--- config.mk ---
export PLATFORM = sky130hd
export DESIGN_NAME = io_top
export DESIGN_NICKNAME = d
export VERILOG_FILES = /design/src/hdl/io_pkg.sv /design/src/hdl/tone_generator.sv /design/src/hdl/button_fifo.sv /design/src/hdl/io_regs.sv /design/src/hdl/io_top.sv
export SDC_FILE = /design/constraint.sdc
export NUM_CORES = 1
export LEC_CHECK = 0
export BUFFER_PORTS_ARGS = -buffer_cell sky130_fd_sc_hd__buf_4
export CAP_MARGIN = 0
export CORE_UTILIZATION = 55
export CTS_BUF_LIST = sky130_fd_sc_hd__clkbuf_2
export DETAILED_ROUTE_END_ITERATION = 16
export PLACE_DENSITY = 0.77
export SYNTH_ARGS = -nofsm -noshare
export SYNTH_HDL_FRONTEND = slang
export SYNTH_SLANG_ARGS = --single-unit
export TNS_END_PERCENT = 1
--- constraint.sdc ---
create_clock -name clk -period 5.6 [get_ports clk]
set_clock_uncertainty 0.15 [all_clocks]
set_input_delay 1.12 -clock clk [delete_from_list [all_inputs] [get_ports clk]]
set_output_delay 1.12 -clock clk [all_outputs]
set_load 0.01 [all_outputs]
--- src/hdl/io_pkg.sv ---
package io_pkg;

    typedef logic [7:0]  addr_t;        // Local byte address
    typedef logic [31:0] data_t;        // Bus data word
    typedef logic [1:0]  resp_t;        // Bus response code
    typedef logic [5:0]  led_t;
    typedef logic [2:0]  button_t;
    typedef logic [1:0]  switch_t;
    typedef logic [23:0] tone_period_t; // Half-period in clock cycles

    // One machine per channel, read and write
    typedef enum logic {
        bus_idle,
        bus_respond
    } bus_state_t;

    localparam resp_t RESP_OKAY   = 2'b00;
    localparam resp_t RESP_SLVERR = 2'b10;

    localparam addr_t ADDR_LEDS          = 8'h00;
    localparam addr_t ADDR_TONE_CTRL     = 8'h04; // Bit 0 enables the tone
    localparam addr_t ADDR_TONE_PERIOD   = 8'h08;
    localparam addr_t ADDR_CYCLE_COUNT   = 8'h10; // Any write clears
    localparam addr_t ADDR_BUTTON_STATUS = 8'h14; // Bit 0 is empty
    localparam addr_t ADDR_BUTTON_DATA   = 8'h18; // Read pops one event
    localparam addr_t ADDR_SWITCHES      = 8'h1C;

    localparam int BUTTON_FIFO_DEPTH  = 8;
    localparam int BUTTON_PTR_WIDTH   = $clog2(BUTTON_FIFO_DEPTH);
    localparam int BUTTON_COUNT_WIDTH = $clog2(BUTTON_FIFO_DEPTH + 1);

endpackage

--- src/hdl/tone_generator.sv ---
`timescale 1ns/100ps

module tone_generator (
    input  logic                 clk,
    input  logic                 reset,
    input  logic                 enable,
    input  io_pkg::tone_period_t period,
    output logic                 square_out
);
    import io_pkg::*;

    tone_period_t count;
    logic         level;
    logic         running;

    assign running    = enable && (period != '0);
    assign square_out = level;

    // Level flips once every period cycles
    always_ff @(posedge clk) begin
        if (reset || !running) begin
            count <= '0;
            level <= 1'b0; // Idle low
        end else if (count >= period - 1'b1) begin
            count <= '0;
            level <= ~level;
        end else begin
            count <= count + 1'b1;
        end
    end

endmodule

--- src/hdl/button_fifo.sv ---
`timescale 1ns/100ps

module button_fifo (
    input  logic            clk,
    input  logic            reset,
    input  io_pkg::button_t buttons,
    input  logic            pop,
    output io_pkg::button_t data,
    output logic            empty
);
    import io_pkg::*;

    button_t                       mem [BUTTON_FIFO_DEPTH];
    button_t                       sync_meta;
    button_t                       sync_out;
    button_t                       sync_prev;
    logic [BUTTON_PTR_WIDTH-1:0]   wr_ptr;
    logic [BUTTON_PTR_WIDTH-1:0]   rd_ptr;
    logic [BUTTON_COUNT_WIDTH-1:0] count;
    logic                          full;
    logic                          change;
    logic                          do_push;
    logic                          do_pop;

    function automatic logic [BUTTON_PTR_WIDTH-1:0] next_ptr(
        input logic [BUTTON_PTR_WIDTH-1:0] ptr
    );
        if (ptr == BUTTON_PTR_WIDTH'(BUTTON_FIFO_DEPTH - 1)) begin
            return '0;
        end
        return ptr + 1'b1;
    endfunction

    // New nonzero pattern after the second flop
    assign change  = (sync_out != sync_prev) && (sync_out != '0);
    assign full    = (count == BUTTON_COUNT_WIDTH'(BUTTON_FIFO_DEPTH));
    assign empty   = (count == '0);
    assign do_push = change && !full; // Events lost when full
    assign do_pop  = pop && !empty;
    assign data    = mem[rd_ptr];

    always_ff @(posedge clk) begin
        if (reset) begin
            sync_meta <= '0;
            sync_out  <= '0;
            sync_prev <= '0;
        end else begin
            sync_meta <= buttons;
            sync_out  <= sync_meta;
            sync_prev <= sync_out;
        end
    end

    always_ff @(posedge clk) begin
        if (do_push) begin
            mem[wr_ptr] <= sync_out;
        end
    end

    always_ff @(posedge clk) begin
        if (reset) begin
            wr_ptr <= '0;
            rd_ptr <= '0;
            count  <= '0;
        end else begin
            if (do_push) begin
                wr_ptr <= next_ptr(wr_ptr);
            end
            if (do_pop) begin
                rd_ptr <= next_ptr(rd_ptr);
            end
            case ({do_push, do_pop})
                2'b10:   count <= count + 1'b1;
                2'b01:   count <= count - 1'b1;
                default: count <= count; // Both or neither
            endcase
        end
    end

endmodule

--- src/hdl/io_regs.sv ---
`timescale 1ns/100ps

module io_regs (
    input  logic                 clk,
    input  logic                 reset,
    input  io_pkg::addr_t        awaddr,
    input  logic                 awvalid,
    output logic                 awready,
    input  io_pkg::data_t        wdata,
    input  logic [3:0]           wstrb,
    input  logic                 wvalid,
    output logic                 wready,
    output io_pkg::resp_t        bresp,
    output logic                 bvalid,
    input  logic                 bready,
    input  io_pkg::addr_t        araddr,
    input  logic                 arvalid,
    output logic                 arready,
    output io_pkg::data_t        rdata,
    output io_pkg::resp_t        rresp,
    output logic                 rvalid,
    input  logic                 rready,
    input  io_pkg::switch_t      switches,
    input  io_pkg::button_t      button_data,
    input  logic                 button_empty,
    output logic                 button_pop,
    output io_pkg::led_t         leds,
    output logic                 tone_enable,
    output io_pkg::tone_period_t tone_period
);
    import io_pkg::*;

    bus_state_t w_state;
    bus_state_t r_state;
    data_t      cycle_count;
    data_t      read_word;
    resp_t      read_resp;
    logic       write_fire;
    logic       read_fire;
    logic       clear_count;

    // Address and data are taken together, only with no response pending
    assign write_fire  = awvalid && wvalid && (w_state == bus_idle);
    assign awready     = write_fire;
    assign wready      = write_fire;
    assign bvalid      = (w_state == bus_respond);
    assign read_fire   = arvalid && arready;
    assign rvalid      = (r_state == bus_respond);
    assign clear_count = write_fire && (awaddr == ADDR_CYCLE_COUNT);
    assign button_pop  = read_fire && (araddr == ADDR_BUTTON_DATA) && !button_empty;

    always_ff @(posedge clk) begin
        if (reset) begin
            w_state <= bus_idle;
        end else begin
            case (w_state)
                bus_idle: begin
                    if (write_fire) begin
                        w_state <= bus_respond;
                    end
                end
                bus_respond: begin
                    if (bready) begin
                        w_state <= bus_idle;
                    end
                end
                default: w_state <= bus_idle;
            endcase
        end
    end

    always_ff @(posedge clk) begin
        if (write_fire) begin
            case (awaddr)
                ADDR_LEDS, ADDR_TONE_CTRL, ADDR_TONE_PERIOD, ADDR_CYCLE_COUNT: begin
                    bresp <= RESP_OKAY;
                end
                default: bresp <= RESP_SLVERR; // Unmapped or read-only
            endcase
        end
    end

    // Whole-word writes, strobes not used
    always_ff @(posedge clk) begin
        if (reset) begin
            leds        <= '0;
            tone_enable <= 1'b0;
            tone_period <= '0;
        end else if (write_fire) begin
            case (awaddr)
                ADDR_LEDS:        leds        <= led_t'(wdata);
                ADDR_TONE_CTRL:   tone_enable <= wdata[0];
                ADDR_TONE_PERIOD: tone_period <= tone_period_t'(wdata);
                default:          ;
            endcase
        end
    end

    always_ff @(posedge clk) begin
        if (reset || clear_count) begin
            cycle_count <= '0;
        end else begin
            cycle_count <= cycle_count + 1'b1;
        end
    end

    always_comb begin
        read_word = '0;
        read_resp = RESP_OKAY;
        case (araddr)
            ADDR_LEDS:          read_word = data_t'(leds);
            ADDR_TONE_CTRL:     read_word = data_t'(tone_enable);
            ADDR_TONE_PERIOD:   read_word = data_t'(tone_period);
            ADDR_CYCLE_COUNT:   read_word = cycle_count;
            ADDR_BUTTON_STATUS: read_word = data_t'(button_empty);
            ADDR_BUTTON_DATA:   read_word = data_t'(button_data); // FIFO head
            ADDR_SWITCHES:      read_word = data_t'(switches);
            default:            read_resp = RESP_SLVERR;
        endcase
    end

    // arready held low through reset, high whenever no read is pending
    always_ff @(posedge clk) begin
        if (reset) begin
            r_state <= bus_idle;
            arready <= 1'b0;
        end else begin
            case (r_state)
                bus_idle: begin
                    if (read_fire) begin
                        r_state <= bus_respond;
                        arready <= 1'b0;
                    end else begin
                        arready <= 1'b1;
                    end
                end
                bus_respond: begin
                    if (rready) begin
                        r_state <= bus_idle;
                        arready <= 1'b1;
                    end
                end
                default: r_state <= bus_idle;
            endcase
        end
    end

    always_ff @(posedge clk) begin
        if (read_fire) begin
            rdata <= read_word; // Held until rready
            rresp <= read_resp;
        end
    end

endmodule

--- src/hdl/io_top.sv ---
`timescale 1ns/100ps

module io_top (
    input  logic            clk,
    input  logic            reset,
    input  io_pkg::addr_t   awaddr,
    input  logic            awvalid,
    output logic            awready,
    input  io_pkg::data_t   wdata,
    input  logic [3:0]      wstrb,
    input  logic            wvalid,
    output logic            wready,
    output io_pkg::resp_t   bresp,
    output logic            bvalid,
    input  logic            bready,
    input  io_pkg::addr_t   araddr,
    input  logic            arvalid,
    output logic            arready,
    output io_pkg::data_t   rdata,
    output io_pkg::resp_t   rresp,
    output logic            rvalid,
    input  logic            rready,
    input  io_pkg::button_t buttons,
    input  io_pkg::switch_t switches,
    output io_pkg::led_t    leds,
    output logic            pwm
);
    import io_pkg::*;

    button_t      button_data;
    logic         button_empty;
    logic         button_pop;
    logic         tone_enable;
    tone_period_t tone_period;

    io_regs regs (
        .clk(clk),
        .reset(reset),
        .awaddr(awaddr),
        .awvalid(awvalid),
        .awready(awready),
        .wdata(wdata),
        .wstrb(wstrb),
        .wvalid(wvalid),
        .wready(wready),
        .bresp(bresp),
        .bvalid(bvalid),
        .bready(bready),
        .araddr(araddr),
        .arvalid(arvalid),
        .arready(arready),
        .rdata(rdata),
        .rresp(rresp),
        .rvalid(rvalid),
        .rready(rready),
        .switches(switches),
        .button_data(button_data),   // From gpio_buttons
        .button_empty(button_empty), // From gpio_buttons
        .button_pop(button_pop),     // To gpio_buttons
        .leds(leds),
        .tone_enable(tone_enable),   // To audio_tone
        .tone_period(tone_period)    // To audio_tone
    );

    button_fifo gpio_buttons (
        .clk(clk),
        .reset(reset),
        .buttons(buttons),
        .pop(button_pop),
        .data(button_data),
        .empty(button_empty)
    );

    tone_generator audio_tone (
        .clk(clk),
        .reset(reset),
        .enable(tone_enable),
        .period(tone_period),
        .square_out(pwm)
    );

endmodule

==> out/qor.yml, run 1 <==
min_path:
  hold_class: "flip-flop to flip-flop"
  min_to: "gpio_buttons.sync_out[0]"
  hp-start: "gpio_buttons.sync_meta[0]"
  hold_depth: 1
clock_tree:
  clk_path_buf_depth: 2
  clk_transition_reported_paths_ns: 0.22
  postCtsSetupBuffers: 0
  cts_sinks: 171
  h-tree-depth: 4
  ctsHoldBuffers: 0
  cts_root_buf: "clkbuf_2"
  cts_resized: 0
  cts_made_buffers: 17
  tritoncts: "done"
  insertion_delay_ns: 0.76
synth:
  synth_area_um2: 7990
  ys.flop_type: "dfxtp_1"
  ys_warn_count: 0
  synth-async-reset-ratio: 0
  yosysUniqueCellTypes: 58
  synth_edf_count: 58
  ys_seq_area_frac: 0.501
  yosys.area.top_type: "dfxtp_1"
  synth.area.top_cells: "dfxtp_1 (28%), edfxtp_1 (22%), ha_1 (5.5%), nor2_1 (5.4%), xnor2_1 (4.1%)"
  synth_top_cell_area_share: 0.283
  netlist_instances: 773
  syn_area_per_cell_um2: 10.3
  ys_ff_latch: 171
drt:
  ant_nets: 0
  drt_iter0_drc: 428
  wl_um: 17100
  vias_per_cell: 5.75
  drc_errors: 0
  dr.pass1.iters: 7
  num_vias: 6059
  avgRoutedWirePerCell_um: 16.2
power:
  vdd_drop_max_uv: 180
  leakagePower_nw: 3.77
  power_density_nw_per_um2: 240
placed_design:
  gp_congestion: 0.823
  placed_area_um2: 8820
  port_buffers: 97
  dp_hpwl_um: 12600
worst_setup_path:
  critical_path.cell_chain: "nor4_2 > nand3_1 > and2b_1 > nand3b_1 > nor3_1 > xnor2_1 > ha_1 > and3_1 > o21ai_0 > a31oi_1 > a211oi_1 > nand4_4 > nor2_1"
  crit_required_ns: 6.14
  cp_slowest_stage_delay_ns: 0.59
  path_class: "flip-flop to flip-flop"
  reg2reg_from: "regs.tone_period[2]"
  cp-start-kind: "flip-flop"
  reg2reg_to: "audio_tone.count[3]"
  crit_path_top_delay_cell: "nor4_2"
  crit_path_end_kind: "flip-flop"
  crit_fanout: 24
  cp_top_family: "simple AND/OR/NAND/NOR gates"
  cp.arrival_ns: 4.60
  crit_buf_inv: 0
  worst-r2r-cell-count: 13
  ff2ff_setup_slack_ns: 1.54
global_route:
  grt_pass1_wl_um: 27700
  overflow: 0
  grt_pass1_vias: 5660
  grtUsageTotal: 0.242
  grt_antenna_before_repair: 0
  grt_max_degree: 56
floorplan:
  die_w_um: 123
  coreArea_um2: 14000
  dieHeight_um: 123
  pin_count: 112
  initial_core_util: 0.569
  fp-row-count: 43
  die-area_um2: 15000
final_layout:
  drive_above_1_share: 0.172
  nFillCells: 1087
  area_growth_pct: 14.1
  diodes: 0
  layout.nets: 961
  postLayoutCellArea_um2: 9110
  finish.utilization: 0.649
timing:
  rsz0062_at_grt: "false"
  tightest_slew_ns: 1.10
  slew_headroom: 0.266
  finalSetupViolCount: 0
  period_minus_slack_ns: 4.06
  fin_tns_setup_ns: 0
  fin_crit_sh: 0.725
  finalHoldViolCount: 0
  drv_slew: 0
  fmax_ghz: 0.246
outcome:
  run_status: "completed"
job:
  cap_violations: 0
-- worst reg2reg max path: cells and delay by family, from the launching register on --
| kind | cells | cell delay [ns] |
|---|---|---|
| AOI/OAI and AO/OA | 3 | 0.73 |
| adders and majority gates | 1 | 0.25 |
| DFF | 1 | 0.43 |
| and+or+nand+nor | 8 | 2.32 |
| xor gates and xnor gates | 1 | 0.16 |
-- synthesized netlist by cell type (3+ instances only) --
| library cell | count |
|---|---|
| dfxtp_1 | 113 |
| mux2i_1 | 32 |
| ha_1 | 35 |
| and4_1 | 6 |
| a21oi_1 | 30 |
| nor3_1 | 18 |
| and2_1 | 9 |
| buf_4 | 3 |
| nand4_1 | 18 |
| o21ai_0 | 13 |
| a22o_1 | 19 |
| a222oi_1 | 6 |
| xnor2_1 | 37 |
| nand2_1 | 43 |
| or3_1 | 8 |
| and3_1 | 17 |
| nand2b_1 | 7 |
| mux4_2 | 6 |
| nand3_1 | 33 |
| xor2_1 | 35 |
| nor2b_1 | 13 |
| clkbuf_1 | 23 |
| inv_1 | 17 |
| nor2_1 | 115 |
| a21o_1 | 5 |
| nor4_1 | 11 |
| nand3b_1 | 4 |
| edfxtp_1 | 58 |
-- metrics by stage --
stage	worst slack, ns	power, W	std cells	hold slack (ns)
2_1_floorplan	1.92	0.00140	774	0.264
3_3_place_gp	1.47	0.00146	1022	0.267
3_5_place_dp	1.17	0.00146	1022	0.291
4_1_cts	1.52	0.00221	1054	0.323
5_1_grt	1.15	0.00227	1054	0.332
6_report	1.54	0.00219	1054	0.318
-- state kept, by name, indices dropped and copies added (netlist names), 3 cells and up, named ones only --
name and cells:
regs.cycle_count 32, gpio_buttons.sync_prev 3, gpio_buttons.rd_ptr 3, gpio_buttons.sync_meta 3
gpio_buttons.count 4, regs.leds 6, gpio_buttons.wr_ptr 3, audio_tone.count 24
regs.tone_period 24, regs.rdata 32, gpio_buttons.sync_out 3, gpio_buttons.mem 24
-- placed cells by master, fill, tap and decap left out, drive strengths merged, types with 5 or more instances in the layout --
cell / count
mux2i: 32
and2: 10
nor2b: 13
a22o: 19
inv: 21
or3: 8
clkbuf: 17
and4: 6
dfxtp: 113
ha: 35
a21oi: 30
edfxtp: 58
and3: 17
nor3: 20
nand4: 20
a21o: 5
xor2: 35
o21ai: 13
nor4: 12
xnor2: 37
nand3: 33
nand2: 43
nor2: 115
buf: 99
mux4: 6
a222oi: 6
nand2b: 7
-- per-layer routing --
| layer | wire length [um] | part of all wire | up-vias | global-route usage |
|---|---|---|---|---|
| met5 | 0 | 0 | - | 0 |
| met4 | 420 | 0.025 | 0 | 0.104 |
| met3 | 1030 | 0.060 | 37 | 0.0502 |
| met2 | 8240 | 0.48 | 209 | 0.401 |
| met1 | 7430 | 0.43 | 2866 | 0.306 |
| li1 | - | - | 2947 | - |
-- layout make-up --
class                   instances  area, um^2  area share
clock buffers                  17        85.1     0.00934
flip-flops and latches        171        4000       0.439
repair buffers                 99         743      0.0815
inverters                      17        63.8     0.00700
multi-input cells             555        3780       0.415
clock inverters                15         211      0.0232
well taps                     180         225      0.0247
-- how the worst max path moves through the flow --
stage	cells past startpoint	endpoint	from	slack (ns)
6_report	13	audio_tone.count[3]	regs.tone_period[2]	1.54
5_1_grt	12	audio_tone.count[11]	regs.tone_period[2]	1.15
4_1_cts	13	audio_tone.count[3]	regs.tone_period[2]	1.52
3_5_place_dp	11	gpio_buttons.count[3]	araddr[2]	1.17
3_3_place_gp	11	gpio_buttons.count[3]	araddr[2]	1.47
2_1_floorplan	10	gpio_buttons.count[3]	araddr[2]	1.92
-- power breakdown --
group | total (W) | switching, W | internal (W)
clock | 0.000748 | 0.000447 | 0.000302
sequential | 0.00132 | 0.0000175 | 0.00130
combinational | 0.000118 | 0.0000603 | 0.0000574
total | 0.00219 | 0.000525 | 0.00166
-- cells by family after synthesis --
| kind of cell | share of synthesized area |
|---|---|
| adders and majority gates | 0.0573 |
| AOI/OAI and AO/OA | 0.0764 |
| other | 0.000469 |
| and+or+nand+nor | 0.201 |
| DFF | 0.501 |
| xor gates and xnor gates | 0.0789 |
| buffers and inverters | 0.0261 |
| muxes | 0.0584 |
Power figures use the tool's default switching activity.
==> inputs of run 2 (changes only) <==
- ABC_AREA: unset -> 1
- PLACE_DENSITY: 0.77 -> 0.76
- clock period: 5.6 -> 3.8 ns (I/O delays scaled with it)
==> run 2 against run 1 <==
Critical path depth is 6 higher. Sequential share of layout area is 3.8 points lower. First-iteration DRC count is 42% higher. Worst setup slack worse by 1.1 ns. Non-clock buffer count is 7 higher. Critical path type unchanged. Largest power group unchanged.
==> out/qor.yml, run 2 <==
outcome:
  run_status: "completed"  # unchanged
final_layout:
  multi_input_area_um2: 3990  # was 3780 um^2
  final_common_cell: "nand2_1"  # was nor2_1
  nFillCells: 1346  # was 1,087
  area_growth_pct: 13.8  # was 14.1%
  finish.utilization: 0.650  # was 0.649
  finalNonFillerCells: 1405  # was 1,054
  register_area_um2: 4000  # unchanged
  layout.nets: 1279  # was 961
  top_regs: "regs.cycle_count (32), regs.rdata (32)"  # unchanged
  drive_above_1_share: 0.154  # was 0.172
  final_cell_mix: "nand2_1 (165), nor2_1 (162), inv_1 (156), dfxtp_1 (113), buf_4 (102)"  # was nor2_1 (115), dfxtp_1 (113), buf_4 (99), edfxtp_1 (58), nand2_1 (43)
global_route:
  grt_max_degree: 38  # was 56
  grtUsageTotal: 0.249  # was 0.242
  overflow: 0  # unchanged
  grt_pass1_vias: 6665  # was 5,660
  grt_pass1_wl_um: 31700  # was 27,700 um
  grt_antenna_before_repair: 1  # was 0
floorplan:
  fp-row-count: 45  # was 43
  coreArea_um2: 15400  # was 14,000 um^2
  initial_core_util: 0.571  # was 0.569
  die_w_um: 128  # was 123 um
  pin_count: 112  # unchanged
  dieHeight_um: 128  # was 123 um
  die-area_um2: 16500  # was 15,000 um^2
placed_design:
  dpl.cell_count: 1368  # was 1,022
  gp_congestion: 0.887  # was 0.823
  dpl_worst_slack_ns: 0.566  # was 1.17 ns
  port_buffers: 97  # unchanged
  dp_hpwl_um: 15000  # was 12,600 um
min_path:
  hold_depth: 3  # was 1
  hold_class: "primary input to flip-flop"  # was flip-flop to flip-flop
drt:
  vias_per_cell: 5.20  # was 5.75
  wl_um: 19700  # was 17,100 um
  num_vias: 7309  # was 6,059
  dr.pass1.iters: 5  # was 7
  ant_nets: 0  # unchanged
  drt_iter0_drc: 607  # was 428
  drc_errors: 0  # unchanged
  avgRoutedWirePerCell_um: 14.0  # was 16.2 um
clock_tree:
  clk_path_buf_depth: 2  # unchanged
  clk_transition_reported_paths_ns: 0.26  # was 0.22 ns
  tritoncts: "done"  # unchanged
  insertion_delay_ns: 0.76  # about the same
  cts_sinks: 171  # unchanged
  cts_made_buffers: 17  # unchanged
  h-tree-depth: 4  # unchanged
  cts_root_buf: "clkbuf_2"  # unchanged
worst_setup_path:
  crit_end: "audio_tone.count[10]"  # was audio_tone.count[3]
  reg2reg_from: "regs.tone_period[0]"  # was regs.tone_period[2]
  worst-r2r-cell-count: 19  # was 13
  cp-start-kind: "flip-flop"  # unchanged
  reg2reg_to: "audio_tone.count[10]"  # was audio_tone.count[3]
  crit_path_end_kind: "flip-flop"  # unchanged
  path_class: "flip-flop to flip-flop"  # unchanged
  crit_fanout: 24  # unchanged
  crit_required_ns: 4.34  # was 6.14 ns
  cp.arrival_ns: 3.88  # was 4.60 ns
  ff2ff_setup_slack_ns: 0.46  # was 1.54 ns
  startpoint: "regs.tone_period[0]"  # was regs.tone_period[2]
synth:
  yosys-top-cells-count: "nand2_1 (165), nor2_1 (162), inv_1 (156)"  # was nor2_1 (115), dfxtp_1 (113), edfxtp_1 (58)
  yosys.area.top_type: "dfxtp_1"  # unchanged
  synth_top_cell_area_share: 0.258  # was 0.283
  synth-async-reset-ratio: 0  # unchanged
  synth_area_um2: 8770  # was 7990 um^2
  ys.flop_type: "dfxtp_1"  # unchanged
  netlist_instances: 1080  # was 773
  synth_edf_count: 58  # unchanged
  ys_ff_latch: 171  # unchanged
  synthMostInstantiatedCell: "nand2_1"  # was nor2_1
  ys_seq_area_frac: 0.456  # was 0.501
  syn_area_per_cell_um2: 8.12  # was 10.3 um^2
  yosysUniqueCellTypes: 47  # was 58
  ys_warn_count: 0  # unchanged
  synth.area.top_cells: "dfxtp_1 (26%), edfxtp_1 (20%), nand2_1 (7.1%), nor2_1 (6.9%), inv_1 (6.7%)"  # was dfxtp_1 (28%), edfxtp_1 (22%), ha_1 (5.5%), nor2_1 (5.4%), xnor2_1 (4.1%)
timing:
  finalHoldViolCount: 0  # unchanged
  fmax_ghz: 0.299  # was 0.246 GHz
  slew_headroom: 0.468  # was 0.266
  drv_slew: 0  # unchanged
  setup_ws_ns: 0.461  # was 1.54 ns
  finalSetupViolCount: 0  # unchanged
  period_minus_slack_ns: 3.34  # was 4.06 ns
  fin_crit_sh: 0.879  # was 0.725
  tightest_slew_ns: 0.796  # was 1.10 ns
  rsz0062_at_grt: "false"  # unchanged
  fin_tns_setup_ns: 0  # unchanged
power:
  vdd_drop_max_uv: 319  # was 180 uV
  power_density_nw_per_um2: 326  # was 240 nW/um^2
  leakagePower_nw: 4.22  # was 3.77 nW
  power_w: 0.00325  # was 0.00219 W
job:
  cap_violations: 0  # unchanged
## run 2: changes by cell type in the layout (fill, tap and decap cells not counted), moves of 18 or more
| cell | before | now |
|---|---|---|
| o21ai_0 | 13 | 58 |
| nand2_1 | 43 | 165 |
| o22ai_1 | 0 | 18 |
| a21oi_1 | 30 | 71 |
| nor2_1 | 115 | 162 |
| inv_1 | 17 | 156 |
| a22o_1 | 19 | 0 |
| mux2i_1 | 32 | 2 |
## run 2: area by class of cell
class / instances / share of cell area
Sequential cell: 171 / 0.401
Multi-Input combinational cell: 720 / 0.399
Timing Repair Buffer: 106 / 0.0817
Inverter: 163 / 0.0613
Tap cell: 211 / 0.0264
Clock inverter: 15 / 0.0212
Clock buffer: 17 / 0.00852
Antenna cell: 2 / 0.000501
## run 2: timing repair
action | CTS | global route
resized for setup | 0 | 0
hold endpoints to repair | 2 | 1
buffers inserted | 0 | 0
hold buffers | 2 | 1
## run 2: per-stage QoR
stage	hold WS (ns)	cell area [um^2]
6_report	0.0878	9980
5_1_grt	0.0250	9980
4_1_cts	0.00344	9970
3_5_place_dp	0.249	9650
3_3_place_gp	0.240	9650
2_1_floorplan	0.238	8780
## run 2: logic make-up after synthesis
family,count (synthesis),share of synthesized area
muxes,2,0.00228
adders and majority gates,36,0.0522
xor gates and xnor gates,51,0.0509
AOI/OAI and AO/OA,168,0.105
DFF,171,0.456
buffers and inverters,190,0.0900
other,1,0.000427
and+or+nand+nor,461,0.243
## run 2: how the worst min path moves through the flow
| stage | slack (ns) | end | start |
|---|---|---|---|
| after floorplan | 0.24 | gpio_buttons.sync_out[0] | gpio_buttons.sync_meta[0] |
| after global placement | 0.24 | gpio_buttons.sync_out[0] | gpio_buttons.sync_meta[0] |
| after detailed placement | 0.25 | gpio_buttons.sync_out[0] | gpio_buttons.sync_meta[0] |
| after CTS | 0.003 | gpio_buttons.sync_meta[1] | buttons[1] |
| after global routing | 0.02 | regs.bvalid | bready |
| final | 0.09 | regs.leds[5] | wdata[5] |
## run 2: report_power, final
part           switching, W  total, W  internal, W
registers         0.0000188   0.00194      0.00192
logic              0.000102  0.000189    0.0000867
clock network      0.000680   0.00113     0.000446
total              0.000801   0.00325      0.00245
## run 2: critical path: stages (launching register included)
cell and delay, ns:
dfxtp_1 0.37, inv_1 0.16, ha_1 0.21, inv_1 0.07, nor2_1 0.17, inv_1 0.07
nor3_2 0.14, nand2_1 0.08, nor2_1 0.21, nand4_1 0.13, nand2_1 0.08, inv_1 0.04
ha_1 0.26, nand2_1 0.08, nor2_1 0.06, nand3_1 0.12, inv_1 0.06, a21oi_1 0.34
nand3_4 0.30, nor2_1 0.18
## run 2: metal layers
metal | share of wire | up-vias | track usage
met5 | 0 | - | 0
met4 | 0.021 | 0 | 0.0900
met3 | 0.052 | 32 | 0.0488
met2 | 0.47 | 204 | 0.420
met1 | 0.45 | 3325 | 0.319
li1 | - | 3748 | -
==> inputs of run 3 (changes only) <==
- CORE_UTILIZATION: 55 -> 54
- PLACE_DENSITY: 0.76 -> 0.78
- clock period: 3.8 -> 3 ns (I/O delays scaled with it)
==> run 3 against run 2 <==
Flip-flop and latch count is the same. Via count grew 4.4%. Maximum frequency grew 12%. Worst hold slack lost 0.024 ns. Routed wire length grew 8.7%. Clock power is essentially flat. Critical path type unchanged. Critical endpoint is now audio_tone.count[4]. Highest routed layer unchanged.
==> out/qor.yml, run 3 (synthesized netlist as in run 2, its figures left out) <==
floorplan:
  coreArea_um2: 15900  # was 15,400 um^2
  pin_count: 112  # unchanged
  fp-row-count: 46  # was 45
  dieHeight_um: 129  # was 128 um
  die-area_um2: 16800  # was 16,500 um^2
  die_w_um: 129  # was 128 um
  initial_core_util: 0.552  # was 0.571
drt:
  wl_um: 21400  # was 19,700 um
  vias_per_cell: 5.18  # was 5.20
  num_vias: 7632  # was 7,309
  avgRoutedWirePerCell_um: 14.5  # was 14.0 um
  drt_iter0_drc: 542  # was 607
  dr.pass1.iters: 7  # was 5
  ant_nets: 0  # unchanged
  drc_errors: 0  # unchanged
global_route:
  grt_antenna_before_repair: 1  # unchanged
  overflow: 0  # unchanged
  grt_pass1_wl_um: 33000  # was 31,700 um
  grt_pass1_vias: 6946  # was 6,665
  grt_max_degree: 34  # was 38
  grtUsageTotal: 0.256  # was 0.249
timing:
  rsz0062_at_grt: "true"  # was false
  drv_slew: 0  # unchanged
  finalSetupViolCount: 0  # unchanged
  tightest_slew_ns: 0.610  # was 0.796 ns
  fin_tns_setup_ns: 0  # unchanged
  fin_crit_sh: 0.990  # was 0.879
  finalHoldViolCount: 0  # unchanged
  holdWs_ns: 0.0639  # was 0.0878 ns
  slew_headroom: 0.591  # was 0.468
  period_minus_slack_ns: 2.97  # was 3.34 ns
  fmax_ghz: 0.337  # was 0.299 GHz
power:
  power.internal_w: 0.00283  # was 0.00245 W
  leakagePower_nw: 4.54  # was 4.22 nW
  p_clk_frac: 0.297  # was 0.346
  vdd_drop_max_uv: 237  # was 319 uV
  switchingPower_w: 0.00107  # was 0.000801 W
  power_density_nw_per_um2: 364  # was 326 nW/um^2
  seq_power_share: 0.630  # was 0.596
  p_sw_frac: 0.275  # was 0.246
  pwr-share-comb: 0.073  # was 0.058
worst_setup_path:
  startpoint: "regs.tone_period[2]"  # was regs.tone_period[0]
  crit_fanout: 6  # was 24
  reg2reg_from: "regs.tone_period[2]"  # was regs.tone_period[0]
  cp.arrival_ns: 3.56  # was 3.88 ns
  crit_path_end_kind: "flip-flop"  # unchanged
  worst-r2r-cell-count: 17  # was 19
  crit_required_ns: 3.59  # was 4.34 ns
  ff2ff_setup_slack_ns: 0.03  # was 0.46 ns
  path_class: "flip-flop to flip-flop"  # unchanged
  reg2reg_to: "audio_tone.count[4]"  # was audio_tone.count[10]
  cp-start-kind: "flip-flop"  # unchanged
placed_design:
  gp_congestion: 0.920  # was 0.887
  port_buffers: 97  # unchanged
  dp_hpwl_um: 15400  # was 15,000 um
final_layout:
  top_regs: "regs.cycle_count (32), regs.rdata (32)"  # unchanged
  final_cell_mix: "nand2_1 (162), nor2_1 (147), inv_1 (147), buf_4 (128), dfxtp_1 (103)"  # was nand2_1 (165), nor2_1 (162), inv_1 (156), dfxtp_1 (113), buf_4 (102)
  layout.nets: 1344  # was 1,279
  final_common_cell: "nand2_1"  # unchanged
  area_growth_pct: 22.1  # was 13.8%
  nFillCells: 1313  # was 1,346
  finish.utilization: 0.674  # was 0.650
  drive_above_1_share: 0.206  # was 0.154
clock_tree:
  cts_made_buffers: 17  # unchanged
  h-tree-depth: 4  # unchanged
  tritoncts: "done"  # unchanged
  cts_sinks: 171  # unchanged
  insertion_delay_ns: 0.80  # was 0.76 ns
  clk_transition_reported_paths_ns: 0.25  # was 0.26 ns
  clk_path_buf_depth: 2  # unchanged
  cts_root_buf: "clkbuf_2"  # unchanged
min_path:
  hold_class: "primary input to flip-flop"  # unchanged
  hp-start: "wdata[10]"  # was wdata[5]
  hold_depth: 3  # unchanged
  min_to: "regs.tone_period[10]"  # was regs.leds[5]
job:
  cap_violations: 0  # unchanged
outcome:
  run_status: "completed"  # unchanged
## run 3: metrics by stage
step | setup WS, ns | cells | cell area (um^2) | total power [W]
2_1_floorplan | 0.0653 | 1081 | 8780 | 0.00261
3_3_place_gp | 0.0760 | 1389 | 9780 | 0.00273
3_5_place_dp | -0.0229 | 1389 | 9780 | 0.00274
4_1_cts | 0.00119 | 1457 | 10400 | 0.00390
5_1_grt | -0.0927 | 1474 | 10700 | 0.00405
6_report | 0.0300 | 1474 | 10700 | 0.00390
## run 3: power by group through the flow
stage / Sequential (W) / Combinational (W) / Clock, W
floorplan: 0.00251 / 0.000109 / 0
global placement: 0.00250 / 0.000233 / 0
detailed placement: 0.00250 / 0.000239 / 0
CTS: 0.00246 / 0.000277 / 0.00117
global route: 0.00246 / 0.000313 / 0.00127
finish: 0.00245 / 0.000286 / 0.00116
## run 3: layout make-up
type                       count  area [um^2]  share of cell area
timing repair buffer         171         1430               0.134
clock inverter                15          128              0.0119
inverter                     163          617              0.0576
clock buffer                  17         85.1             0.00794
antenna                        1         2.50            0.000234
sequential                   171         4020               0.375
multi-input combinational    720         4150               0.388
tap                          216          270              0.0252
## run 3: routing by layer
layer / GRT usage / share of wire / vias to the layer above
met5: 0 / 0 / -
met4: 0.0807 / 0.016 / 0
met3: 0.0442 / 0.054 / 33
met2: 0.442 / 0.50 / 237
met1: 0.327 / 0.44 / 3502
li1: - / - / 3860
## run 3: how the worst max path moves through the flow
stage,endpoint
after floorplan,gpio_buttons.count[3]
after global placement,audio_tone.count[23]
after detailed placement,audio_tone.count[18]
after CTS,audio_tone.count[18]
after global routing,audio_tone.count[4]
final,audio_tone.count[4]
## run 3: timing repair
action / CTS / global route
cloned: 0 / 3
setup buffers: 0 / 11
hold buffers: 36 / 2
pin swaps: 0 / 19
hold endpoints to repair: 48 / 2
resized for setup: 1 / 63
endpoints found under the setup margin: 24 / 25
## run 3: worst max-delay path, stage by stage (launching register included)
cell and delay, ns:
dfxtp_1 0.40, inv_1 0.16, nand3_4 0.13, nor2_4 0.13, nand2_2 0.10, nor2_4 0.15, inv_2 0.05, nor2_1 0.13
xor2_1 0.19, ha_1 0.28, a21o_1 0.19, nor2_1 0.09, nand2_1 0.07, a21oi_1 0.12, buf_4 0.15, nand3_4 0.13
clkbuf_16 0.21, nor2_4 0.09
